[config.mk]
export PLATFORM = sky130hd
export DESIGN_NAME = qdrc_phy
export DESIGN_NICKNAME = d
export VERILOG_FILES = /design/src/hdl/qdrc_pkg.sv /design/src/hdl/qdrc_phy_sequencer.sv /design/src/hdl/qdrc_phy_burst_align.sv /design/src/hdl/qdrc_phy_bus_mux.sv /design/src/hdl/qdrc_phy.sv
export VERILOG_INCLUDE_DIRS = /design/src /design/src/include
export SDC_FILE = /design/constraint.sdc
export NUM_CORES = 1
export LEC_CHECK = 0
export BUFFER_PORTS_ARGS = -buffer_cell sky130_fd_sc_hd__buf_2
export CAP_MARGIN = 40
export CELL_PAD_IN_SITES_DETAIL_PLACEMENT = 1
export CELL_PAD_IN_SITES_GLOBAL_PLACEMENT = 1
export CORE_AREA = 4 4 195 197
export CTS_BUF_LIST = sky130_fd_sc_hd__clkbuf_8
export CTS_CLUSTER_SIZE = 40
export DETAILED_ROUTE_END_ITERATION = 8
export DIE_AREA = 0 0 199 201
export PLACE_DENSITY = 0.61
export SLEW_MARGIN = 40
export SYNTH_ARGS = -nofsm -noshare
export SYNTH_HDL_FRONTEND = slang
export SYNTH_HIERARCHICAL = 1
export SYNTH_SLANG_ARGS = --single-unit
[constraint.sdc]
create_clock -name clk -period 2.3 [get_ports clk]
set_input_delay 0.345 -clock clk [delete_from_list [all_inputs] [get_ports clk]]
set_output_delay 0.345 -clock clk [all_outputs]
set_load 0.01 [all_outputs]
[src/include/qdrc_config.svh]
`ifndef QDRC_CONFIG_SVH
`define QDRC_CONFIG_SVH

// data word width for each of the rise and fall halves of a burst
`define QDRC_DATA_WIDTH 36
`define QDRC_BW_WIDTH 4            // one active-low byte-write lane per 9 data bits
`define QDRC_ADDR_WIDTH 21

// read command at the pin register input to nominal data at the q inputs
`define QDRC_READ_LATENCY 9
`define QDRC_SETTLE_CYCLES 16      // memory settle time after reset

`endif

[src/hdl/qdrc_pkg.sv]
`include "qdrc_config.svh"

package qdrc_pkg;

  // one single-rate half of a burst, either rise or fall
  typedef logic [`QDRC_DATA_WIDTH-1:0] qdr_data_t;

  // byte-write enables, a low bit writes its 9-bit lane
  typedef logic [`QDRC_BW_WIDTH-1:0] qdr_bw_t;

  typedef logic [`QDRC_ADDR_WIDTH-1:0] qdr_addr_t; // burst address

endpackage

[src/hdl/qdrc_phy_sequencer.sv]
`timescale 1ns/100ps
`include "qdrc_config.svh"

module qdrc_phy_sequencer (
  input  logic clk,
  input  logic reset,
  input  logic burst_align_done,
  input  logic burst_align_fail,
  output logic burst_align_start,
  output logic cal_done,
  output logic cal_fail,
  output logic user_ready
);

  localparam int CNT_W = $clog2(`QDRC_SETTLE_CYCLES + 1);
  localparam logic [CNT_W-1:0] SETTLE_LAST = CNT_W'(`QDRC_SETTLE_CYCLES - 1);
  localparam logic [CNT_W-1:0] SETTLE_END  = CNT_W'(`QDRC_SETTLE_CYCLES);

  logic [CNT_W-1:0] settle_cnt;

  // the counter parks at its end value so the start pulse fires only once
  always_ff @(posedge clk) begin
    if (reset) begin
      settle_cnt <= '0;
    end else if (settle_cnt != SETTLE_END) begin
      settle_cnt <= settle_cnt + 1'b1;
    end
  end

  always_ff @(posedge clk) begin
    if (reset) begin
      burst_align_start <= 1'b0;
    end else begin
      burst_align_start <= (settle_cnt == SETTLE_LAST);
    end
  end

  // status levels from the alignment block are sticky already
  always_ff @(posedge clk) begin
    if (reset) begin
      cal_done <= 1'b0;
      cal_fail <= 1'b0;
    end else begin
      cal_done <= burst_align_done;
      cal_fail <= burst_align_fail;
    end
  end

  // a failed calibration keeps the user path closed
  assign user_ready = cal_done & ~cal_fail;

endmodule

[src/hdl/qdrc_phy_burst_align.sv]
`timescale 1ns/100ps
`include "qdrc_config.svh"

module qdrc_phy_burst_align (
  input  logic                clk,
  input  logic                reset,
  input  logic                burst_align_start,
  input  qdrc_pkg::qdr_data_t qdr_q_rise,
  input  qdrc_pkg::qdr_data_t qdr_q_fall,
  output logic                burst_align_done,
  output logic                burst_align_fail,
  output qdrc_pkg::qdr_data_t cal_d_rise,
  output qdrc_pkg::qdr_data_t cal_d_fall,
  output qdrc_pkg::qdr_bw_t   cal_bw_n_rise,
  output qdrc_pkg::qdr_bw_t   cal_bw_n_fall,
  output logic                cal_w_n,
  output logic                cal_r_n,
  output qdrc_pkg::qdr_addr_t cal_sa,
  output qdrc_pkg::qdr_data_t q_rise_cal,
  output qdrc_pkg::qdr_data_t q_fall_cal
);

  // bit 0 is the write command, bit 1 the write data and read command,
  // then the read latency runs out to the two sample points
  localparam int SAMPLE_IDX = `QDRC_READ_LATENCY + 1;
  localparam int CHECK_IDX  = SAMPLE_IDX + 1;

  logic [CHECK_IDX:0]  burst_state;
  qdrc_pkg::qdr_data_t offset;      // high selects the direct copy of a bit
  qdrc_pkg::qdr_data_t q_rise_z;
  qdrc_pkg::qdr_data_t q_fall_z;
  logic                done_reg;
  logic                fail_reg;

  always_ff @(posedge clk) begin
    if (reset) begin
      burst_state <= '0;
    end else begin
      burst_state <= {burst_state[CHECK_IDX-1:0], burst_align_start};
    end
  end

  // training burst to address zero, rise word all zeros and fall word all ones
  assign cal_w_n       = ~burst_state[0];
  assign cal_r_n       = ~burst_state[1];
  assign cal_sa        = '0;
  assign cal_d_rise    = '0;
  assign cal_d_fall    = burst_state[1] ? '1 : '0;
  assign cal_bw_n_rise = burst_state[1] ? '0 : '1;  // all lanes enabled for the data beat
  assign cal_bw_n_fall = burst_state[1] ? '0 : '1;

  always_ff @(posedge clk) begin
    q_rise_z <= qdr_q_rise;
    q_fall_z <= qdr_q_fall;
  end

  // late bits come straight from the pins, on-time bits take the extra register
  assign q_rise_cal = (offset & qdr_q_rise) | (~offset & q_rise_z);
  assign q_fall_cal = (offset & qdr_q_fall) | (~offset & q_fall_z);

  always_ff @(posedge clk) begin
    if (reset) begin
      offset <= '1;
    end else if (burst_state[SAMPLE_IDX]) begin
      offset <= ~qdr_q_fall;          // a low fall bit at the nominal point has not arrived yet
    end
  end

  // one cycle after the nominal sample every late bit must show the ones pattern
  always_ff @(posedge clk) begin
    if (reset) begin
      done_reg <= 1'b0;
      fail_reg <= 1'b0;
    end else if (burst_state[CHECK_IDX]) begin
      done_reg <= 1'b1;
      fail_reg <= fail_reg | (|(offset & ~qdr_q_fall));
    end
  end

  assign burst_align_done = done_reg;
  assign burst_align_fail = fail_reg;

endmodule

[src/hdl/qdrc_phy_bus_mux.sv]
`timescale 1ns/100ps
`include "qdrc_config.svh"

module qdrc_phy_bus_mux (
  input  logic                clk,
  input  logic                reset,
  input  logic                user_sel,
  input  qdrc_pkg::qdr_data_t cal_d_rise,
  input  qdrc_pkg::qdr_data_t cal_d_fall,
  input  qdrc_pkg::qdr_bw_t   cal_bw_n_rise,
  input  qdrc_pkg::qdr_bw_t   cal_bw_n_fall,
  input  logic                cal_w_n,
  input  logic                cal_r_n,
  input  qdrc_pkg::qdr_addr_t cal_sa,
  input  logic                user_w_req,
  input  logic                user_r_req,
  input  qdrc_pkg::qdr_addr_t user_addr,
  input  qdrc_pkg::qdr_data_t user_wdata_rise,
  input  qdrc_pkg::qdr_data_t user_wdata_fall,
  input  qdrc_pkg::qdr_bw_t   user_bw_n_rise,
  input  qdrc_pkg::qdr_bw_t   user_bw_n_fall,
  output qdrc_pkg::qdr_data_t qdr_d_rise,
  output qdrc_pkg::qdr_data_t qdr_d_fall,
  output qdrc_pkg::qdr_bw_t   qdr_bw_n_rise,
  output qdrc_pkg::qdr_bw_t   qdr_bw_n_fall,
  output logic                qdr_w_n,
  output logic                qdr_r_n,
  output qdrc_pkg::qdr_addr_t qdr_sa,
  output logic                user_rvalid
);

  localparam int LAT = `QDRC_READ_LATENCY;

  logic                w_req_d;         // write data beat follows its command by one cycle
  qdrc_pkg::qdr_data_t wdata_rise_d;
  qdrc_pkg::qdr_data_t wdata_fall_d;
  qdrc_pkg::qdr_bw_t   bw_n_rise_d;
  qdrc_pkg::qdr_bw_t   bw_n_fall_d;
  logic [LAT:0]        rvalid_sr;

  always_ff @(posedge clk) begin
    if (reset) begin
      w_req_d <= 1'b0;
    end else begin
      w_req_d <= user_sel & user_w_req;
    end
  end

  always_ff @(posedge clk) begin
    wdata_rise_d <= user_wdata_rise;
    wdata_fall_d <= user_wdata_fall;
    bw_n_rise_d  <= user_bw_n_rise;
    bw_n_fall_d  <= user_bw_n_fall;
  end

  always_ff @(posedge clk) begin
    if (reset) begin
      qdr_w_n       <= 1'b1;
      qdr_r_n       <= 1'b1;
      qdr_bw_n_rise <= '1;
      qdr_bw_n_fall <= '1;
    end else if (user_sel) begin
      qdr_w_n       <= ~user_w_req;
      qdr_r_n       <= ~user_r_req;
      qdr_bw_n_rise <= w_req_d ? bw_n_rise_d : '1;   // lanes stay masked without a data beat
      qdr_bw_n_fall <= w_req_d ? bw_n_fall_d : '1;
    end else begin
      qdr_w_n       <= cal_w_n;
      qdr_r_n       <= cal_r_n;
      qdr_bw_n_rise <= cal_bw_n_rise;
      qdr_bw_n_fall <= cal_bw_n_fall;
    end
  end

  always_ff @(posedge clk) begin
    qdr_d_rise <= user_sel ? wdata_rise_d : cal_d_rise;
    qdr_d_fall <= user_sel ? wdata_fall_d : cal_d_fall;
    qdr_sa     <= user_sel ? user_addr : cal_sa;
  end

  // one stage per cycle of read latency plus the re-timing register
  always_ff @(posedge clk) begin
    if (reset) begin
      rvalid_sr <= '0;
    end else begin
      rvalid_sr <= {rvalid_sr[LAT-1:0], user_sel & user_r_req};
    end
  end

  assign user_rvalid = rvalid_sr[LAT];

endmodule

[src/hdl/qdrc_phy.sv]
`timescale 1ns/100ps

module qdrc_phy (
  input  logic                clk,
  input  logic                reset,
  input  logic                user_w_req,
  input  logic                user_r_req,
  input  qdrc_pkg::qdr_addr_t user_addr,
  input  qdrc_pkg::qdr_data_t user_wdata_rise,
  input  qdrc_pkg::qdr_data_t user_wdata_fall,
  input  qdrc_pkg::qdr_bw_t   user_bw_n_rise,
  input  qdrc_pkg::qdr_bw_t   user_bw_n_fall,
  output logic                cal_done,
  output logic                cal_fail,
  output logic                user_ready,
  output logic                user_rvalid,
  output qdrc_pkg::qdr_data_t user_rdata_rise,
  output qdrc_pkg::qdr_data_t user_rdata_fall,
  output qdrc_pkg::qdr_data_t qdr_d_rise,
  output qdrc_pkg::qdr_data_t qdr_d_fall,
  input  qdrc_pkg::qdr_data_t qdr_q_rise,
  input  qdrc_pkg::qdr_data_t qdr_q_fall,
  output qdrc_pkg::qdr_bw_t   qdr_bw_n_rise,
  output qdrc_pkg::qdr_bw_t   qdr_bw_n_fall,
  output logic                qdr_w_n,
  output logic                qdr_r_n,
  output qdrc_pkg::qdr_addr_t qdr_sa
);

  logic                burst_align_start;
  logic                burst_align_done;
  logic                burst_align_fail;
  qdrc_pkg::qdr_data_t cal_d_rise;
  qdrc_pkg::qdr_data_t cal_d_fall;
  qdrc_pkg::qdr_bw_t   cal_bw_n_rise;
  qdrc_pkg::qdr_bw_t   cal_bw_n_fall;
  logic                cal_w_n;
  logic                cal_r_n;
  qdrc_pkg::qdr_addr_t cal_sa;

  qdrc_phy_sequencer sequencer_i (
    .clk               (clk),
    .reset             (reset),
    .burst_align_done  (burst_align_done),
    .burst_align_fail  (burst_align_fail),
    .burst_align_start (burst_align_start),
    .cal_done          (cal_done),
    .cal_fail          (cal_fail),
    .user_ready        (user_ready)
  );

  // read data passes through the alignment block for per-bit re-timing
  qdrc_phy_burst_align burst_align_i (
    .clk               (clk),
    .reset             (reset),
    .burst_align_start (burst_align_start),
    .qdr_q_rise        (qdr_q_rise),
    .qdr_q_fall        (qdr_q_fall),
    .burst_align_done  (burst_align_done),
    .burst_align_fail  (burst_align_fail),
    .cal_d_rise        (cal_d_rise),
    .cal_d_fall        (cal_d_fall),
    .cal_bw_n_rise     (cal_bw_n_rise),
    .cal_bw_n_fall     (cal_bw_n_fall),
    .cal_w_n           (cal_w_n),
    .cal_r_n           (cal_r_n),
    .cal_sa            (cal_sa),
    .q_rise_cal        (user_rdata_rise),
    .q_fall_cal        (user_rdata_fall)
  );

  qdrc_phy_bus_mux bus_mux_i (
    .clk             (clk),
    .reset           (reset),
    .user_sel        (user_ready),   // pins go to the user once calibration is clean
    .cal_d_rise      (cal_d_rise),
    .cal_d_fall      (cal_d_fall),
    .cal_bw_n_rise   (cal_bw_n_rise),
    .cal_bw_n_fall   (cal_bw_n_fall),
    .cal_w_n         (cal_w_n),
    .cal_r_n         (cal_r_n),
    .cal_sa          (cal_sa),
    .user_w_req      (user_w_req),
    .user_r_req      (user_r_req),
    .user_addr       (user_addr),
    .user_wdata_rise (user_wdata_rise),
    .user_wdata_fall (user_wdata_fall),
    .user_bw_n_rise  (user_bw_n_rise),
    .user_bw_n_fall  (user_bw_n_fall),
    .qdr_d_rise      (qdr_d_rise),
    .qdr_d_fall      (qdr_d_fall),
    .qdr_bw_n_rise   (qdr_bw_n_rise),
    .qdr_bw_n_fall   (qdr_bw_n_fall),
    .qdr_w_n         (qdr_w_n),
    .qdr_r_n         (qdr_r_n),
    .qdr_sa          (qdr_sa),
    .user_rvalid     (user_rvalid)
  );

endmodule

Yosys cells after proc, flatten, opt, wreduce, memory -nomap -nowiden. Index checks and enable logic that the tools add are counted. W data, S select, Z words.

Add/sub/neg operators: 1. Equality and inequality tests: 2. Multiplexer cells: 9. Bitwise operators: 18. Reductions and logical operators: 1.

Operators with widths (number): $and A36 B36 Y36 (5); $mux W36 (2); $not A36 Y36 (2); $or A36 B36 Y36 (2); $reduce_or A36 Y1 (1); $mux W4 (5); $add A5 B1 Y5 const B (1); $eq A5 B4 Y1 const B (1); $ne A5 B5 Y1 const B (1); $not A1 Y1 (5); $and A1 B1 Y1 (3); $mux W1 (2); $or A1 B1 Y1 (1).

Flip-flop bits (word level): 324. Input bits: 177. Output and inout port bits: 179. Logic and storage cells: 54.

Depth between registers and ports, before layout.
Depth in word-level cells: 4. Gate-level depth with buffers: 6.

Cells and area by module. Netlist, hierarchy kept.

Modules (own cells, without submodules): qdrc_phy_bus_mux (instances 1, cells each 346, area an instance 5383.9 µm²); qdrc_phy_burst_align (instances 1, cells each 493, area an instance 4987.3 µm²); qdrc_phy_sequencer (instances 1, cells each 34, area an instance 367.9 µm²).

Worst setup path before layout. No wires, ideal clock.

Kind: flip-flop to flip-flop. Start: reg burst_align_i.burst_state[1]. End: reg bus_mux_i.qdr_r_n. Data arrival time: 1.595 ns. Setup slack: 0.591 ns. Stages on the path, launching flop included: 4. Buffers on the path: 0. Period minus slack after synthesis: 1.709 ns. Path through: dfxtp_1 -> inv_1 -> or2_0 -> a21o_1.

Longest elaborated chain between the ends: 2.

Ends and longest elaborated chain: from (decl) (RTL line qdrc_phy_burst_align.sv:28) `logic [CHECK_IDX:0] burst_state;`; from (signal assigned) (RTL line qdrc_phy_burst_align.sv:39) `burst_state <= {burst_state[CHECK_IDX-1:0], burst_align_start};`; $not A1 Y1 (RTL line qdrc_phy_burst_align.sv:45) `assign cal_r_n = ~burst_state[1];`; named net cal_r_n (RTL line qdrc_phy.sv:38) `logic cal_r_n;`; $mux W1 (RTL line qdrc_phy_bus_mux.sv:62) `end else if (user_sel) begin`; to (signal assigned) (RTL line qdrc_phy_bus_mux.sv:64) `qdr_r_n <= ~user_r_req;`; to (signal assigned) (RTL line qdrc_phy_bus_mux.sv:69) `qdr_r_n <= cal_r_n;`; to (decl) (RTL line qdrc_phy_bus_mux.sv:27) `output logic qdr_r_n,`.

The timed path passes the listed nets, and every way through them passes these cells. A chain may end at the register's enable or synchronous reset.

Worst setup path in the final report.
Start: reg burst_align_i.offset[27]. End: out user_rdata_rise[27].

Longest elaborated chain between the ends: 3. Elaborated cells between the ends (all ways): 4.

Ends and longest elaborated chain: from (decl) (RTL line qdrc_phy_burst_align.sv:29) `qdrc_pkg::qdr_data_t offset;`; from (signal assigned) (RTL line qdrc_phy_burst_align.sv:65) `offset <= ~qdr_q_fall;`; $not A36 Y36 (RTL line qdrc_phy_burst_align.sv:58) `assign q_rise_cal = (offset & qdr_q_rise) | (~offset & q_rise_z);`; $and A36 B36 Y36 (RTL line qdrc_phy_burst_align.sv:58); $or A36 B36 Y36 * (RTL line qdrc_phy_burst_align.sv:58); to (decl) (RTL line qdrc_phy.sv:17) `output qdrc_pkg::qdr_data_t user_rdata_rise,`.

Mark *: on every way between the ends. The rest lies on a longest branch, timed or not.

==> summary.md <==
| Metric | Value |
|---|---|
| Flop pwr share | 0.502 |
| Die span in y | 201 microns |
| Period utilization | 0.8335 |
| Max Fanout on Critical Path | 4 |
| Hpwl dp | 19670 microns |
| Residual DRC | 0 |
| Core Footprint | 0.03626 sq mm |
| Top cell type by total area after synthesis | dfxtp_1 |
| First drt pass iteration count | 4 |
| Max_slew headroom | 0.5819 |
| Pre-CTS worst setup slack | 533.2 ps |
| Dpl cells | 1634 |
| Num ports | 356 |
| Pwr dens | 762.2 mW/mm^2 |
| Clk network pwr share | 0.426 |
| Total die area | 0.04000 sq mm |
| Root Buffer | clkbuf_8 |
| Psw | 2.678 mW |
| DR vias | 7731 |
| XOR/XNOR Fraction of Synth Area | 0.0008156 |
| Post-Layout Inst Area | 0.01533 sq mm |
| First-pass GRT wire length | 45910 microns |
| CP Launch Type | flop |
| Slew Limit Fails | 0 |
| DR iter-0 viols | 200 |
| Maximum clock frequency | 521.6 MHz |
| Mux share of post-synthesis cell area | 0.1858 |
| Largest family of logic cells by synthesized area | multiplexers |
| Setup_tns | 0 ps |
| GRT overflow | 0 |
| Worst min path class | in2reg |
| GPL Wtd Cong | 0.7397 |
| Placed cell areas | 0.01252 sq mm |
| Routed vias/inst | 4.058 |
| Cts repair resizes | 0 |
| Synthesized area | 0.01074 sq mm |
| Syn Area/Cell | 12.30 sq um |
| RSZ-0062 raised after global routing | false |
| Final-stage net count | 1578 |
| Routed Antenna Nets | 0 |
| Post-layout minimum cycle time | 1917 ps |
| CP arrival | 1570 ps |
| Clock-pin slew on the worst setup and hold paths | 60 ps |
| Worst path cell trace | mux2_2, buf_2 |
| Final Hold Vio Count | 0 |
| Clk_lat worst skew | 600 ps |
| Adder-cell share of the synthesized area | 0.003495 |
| Initial Util | 0.2962 |
| Share of the synthesized area in the top cell type | 0.6040 |
| Chip width | 199 microns |
| CTS sink count | 324 |
| Pint | 9.010 mW |
| Top FF cell, synth | dfxtp_1 |
| Most numerous cell in the Yosys netlist | dfxtp_1 |
| Fill cells | 4051 |
| Clk_skew | 13.72 ps |
| Post-synth top cells | dfxtp_1 (324), mux2_2 (135), buf_4 (102), inv_1 (42) |
| Inserted Diodes | 0 |
| Worst path required time | 1960 ps |
| EDFF count, synth | 0 |
| Critical path class | reg2out |
| Compound-Gate Fraction of Synth Area | 0.03623 |
| Critical-path top delay cell | dfxtp_1 |
| Sw Share | 0.2291 |
| CTS tree | yes |
| Max Cap Viol | 0 |
| Worst hold slack | 151.1 ps |
| Largest stage delay on the critical path | 450 ps |
| Setup crit end kind | output pin |
| Area grow syn2layout | 42.79% |
| Gate Count Post-Synth | 873 |
| H-tree depth | 2 |
| Initial antenna violation count | 0 |
| Final Non-Filler Cells | 1905 |
| Setup-failing EPs final | 0 |
| Maximum clock path buffer count | 3 |
| Worst-Margin Slew | 625.6 ps |
| GRT Resource Usage Total | 0.1445 |
| Largest net degree at the start of global routing | 50 |
| Total length of routed wires | 29570 microns |
| # port buffers | 355 |
| Status | complete, no violations |
| TritonCTS Buffers | 55 |
| Top cells by area, synth | dfxtp_1 (60%), mux2_2 (14%), buf_4 (7.1%) |
| Ys Warns | 6 |
| Post-synthesis sequential area ratio | 0.6040 |
| Netlist cell types | 38 |
| Layout cell share with drive strength beyond 1 | 0.4280 |
| Simple-gate share of the synthesized area | 0.06851 |
| Synth Register Bits | 324 |
| Cell Rows | 70 |
| Comb pwr share | 0.072 |
| Final worst slack | 383.0 ps |
| WL/cell | 15.52 microns |
| Synth async-reset ratio | 0 |
| Vias in the first global route | 8575 |
| Worst vdd ir | 0.4067 mV |
| Lkg Pwr | 7.201 nW |
-- registers in the layout, indices dropped and copies added (netlist names), 4 cells and up --
register                   count
bus_mux_i/wdata_fall_d        36
bus_mux_i/qdr_d_fall          36
sequencer_i/settle_cnt         5
bus_mux_i/rvalid_sr           10
bus_mux_i/bw_n_rise_d          4
burst_align_i/q_fall_z        36
burst_align_i/offset          36
bus_mux_i/bw_n_fall_d          4
bus_mux_i/qdr_bw_n_fall        4
bus_mux_i/wdata_rise_d        36
burst_align_i/burst_state     12
bus_mux_i/qdr_sa              21
burst_align_i/q_rise_z        36
bus_mux_i/qdr_bw_n_rise        4
bus_mux_i/qdr_d_rise          36
-- path summary, 6_finish.rpt --
kind                                    startpoint                                     endpoint  slack [ps]  depth (start not counted)
max          burst_align_i/offset[27]$_SDFFE_PP1P_                          user_rdata_rise[27]         380                          2
min                                          reset  burst_align_i/burst_align_done$_SDFFE_PP0P_         150                          2
max reg2reg  burst_align_i/offset[27]$_SDFFE_PP1P_  burst_align_i/burst_align_fail$_SDFFE_PP0P_         680                          5
min reg2reg      bus_mux_i/rvalid_sr[8]$_SDFF_PP0_            bus_mux_i/rvalid_sr[9]$_SDFF_PP0_         430                          1
-- metal layers --
layer	up-vias	track usage	routed length, microns
li1	3777	-	-
met1	3625	0.1506	11180
met2	263	0.2642	15170
met3	66	0.04750	2302
met4	0	0.05960	923
met5	-	0	0
-- cell families (layout without fill, tap and decap cells) --
family | Yosys count | count (layout)
flops | 324 | 324
buf+inv | 173 | 681
mux | 167 | 167
simple gates | 136 | 136
compound gates | 68 | 68
fa+ha+maj | 3 | 3
other cells | 1 | 57
xor+xnor | 1 | 1
-- worst max-delay path: cells and delay by family, from the launching register on --
family,cells,cell delay [ps]
buffers and inverters,1,140
muxes,1,370
DFF,1,450
-- area by class of cell --
type                       count  area, sq um  area share
clock buffer                  66        908.4     0.05924
clock inverter                30        158.9     0.01036
inverter                      43        161.4     0.01053
multi-input combinational    432         3390      0.2210
sequential                   324         6487      0.4231
tap                          468        585.6     0.03819
timing repair buffer         542         3643      0.2376
-- through the flow --
| stage | util | total power [mW] |
|---|---|---|
| 5_1_grt | 0.4229 | 12.30 |
| 6_report | 0.4229 | 11.69 |
| 3_5_place_dp | 0.3452 | 6.585 |
| 4_1_cts | 0.4229 | 11.93 |
| 3_3_place_gp | 0.3451 | 6.568 |
| 2_1_floorplan | - | 6.289 |
-- timing repair --
item	in CTS	in global routing
buffers inserted	0	0
hold buffers	175	0
endpoints found under the hold margin	191	0
-- layout by cell type (no fill, tap or decap), drive strengths merged, types with 3 or more instances in the layout --
cell type and count:
a21oi 8, and2 3, buf 367, clkbuf 66
clkinv 4, clkinvlp 4, conb 57, dfxtp 324
dlygate4sd3 175, ha 3, inv 64, mux2 166
nand2 38, nand2b 38, nor2 13, nor2b 25
nor3 9, nor4 4, o21ai 36, o22ai 15
-- power by group through the flow --
stage	combinational, mW	sequential [mW]	clock (mW)
finish	0.840	5.87	4.98
global route	0.917	5.89	5.49
CTS	0.838	5.87	5.22
detailed placement	0.592	5.99	0
global placement	0.582	5.99	0
floorplan	0.285	6.00	0
Note: power is estimated with default switching activity, not from simulation.
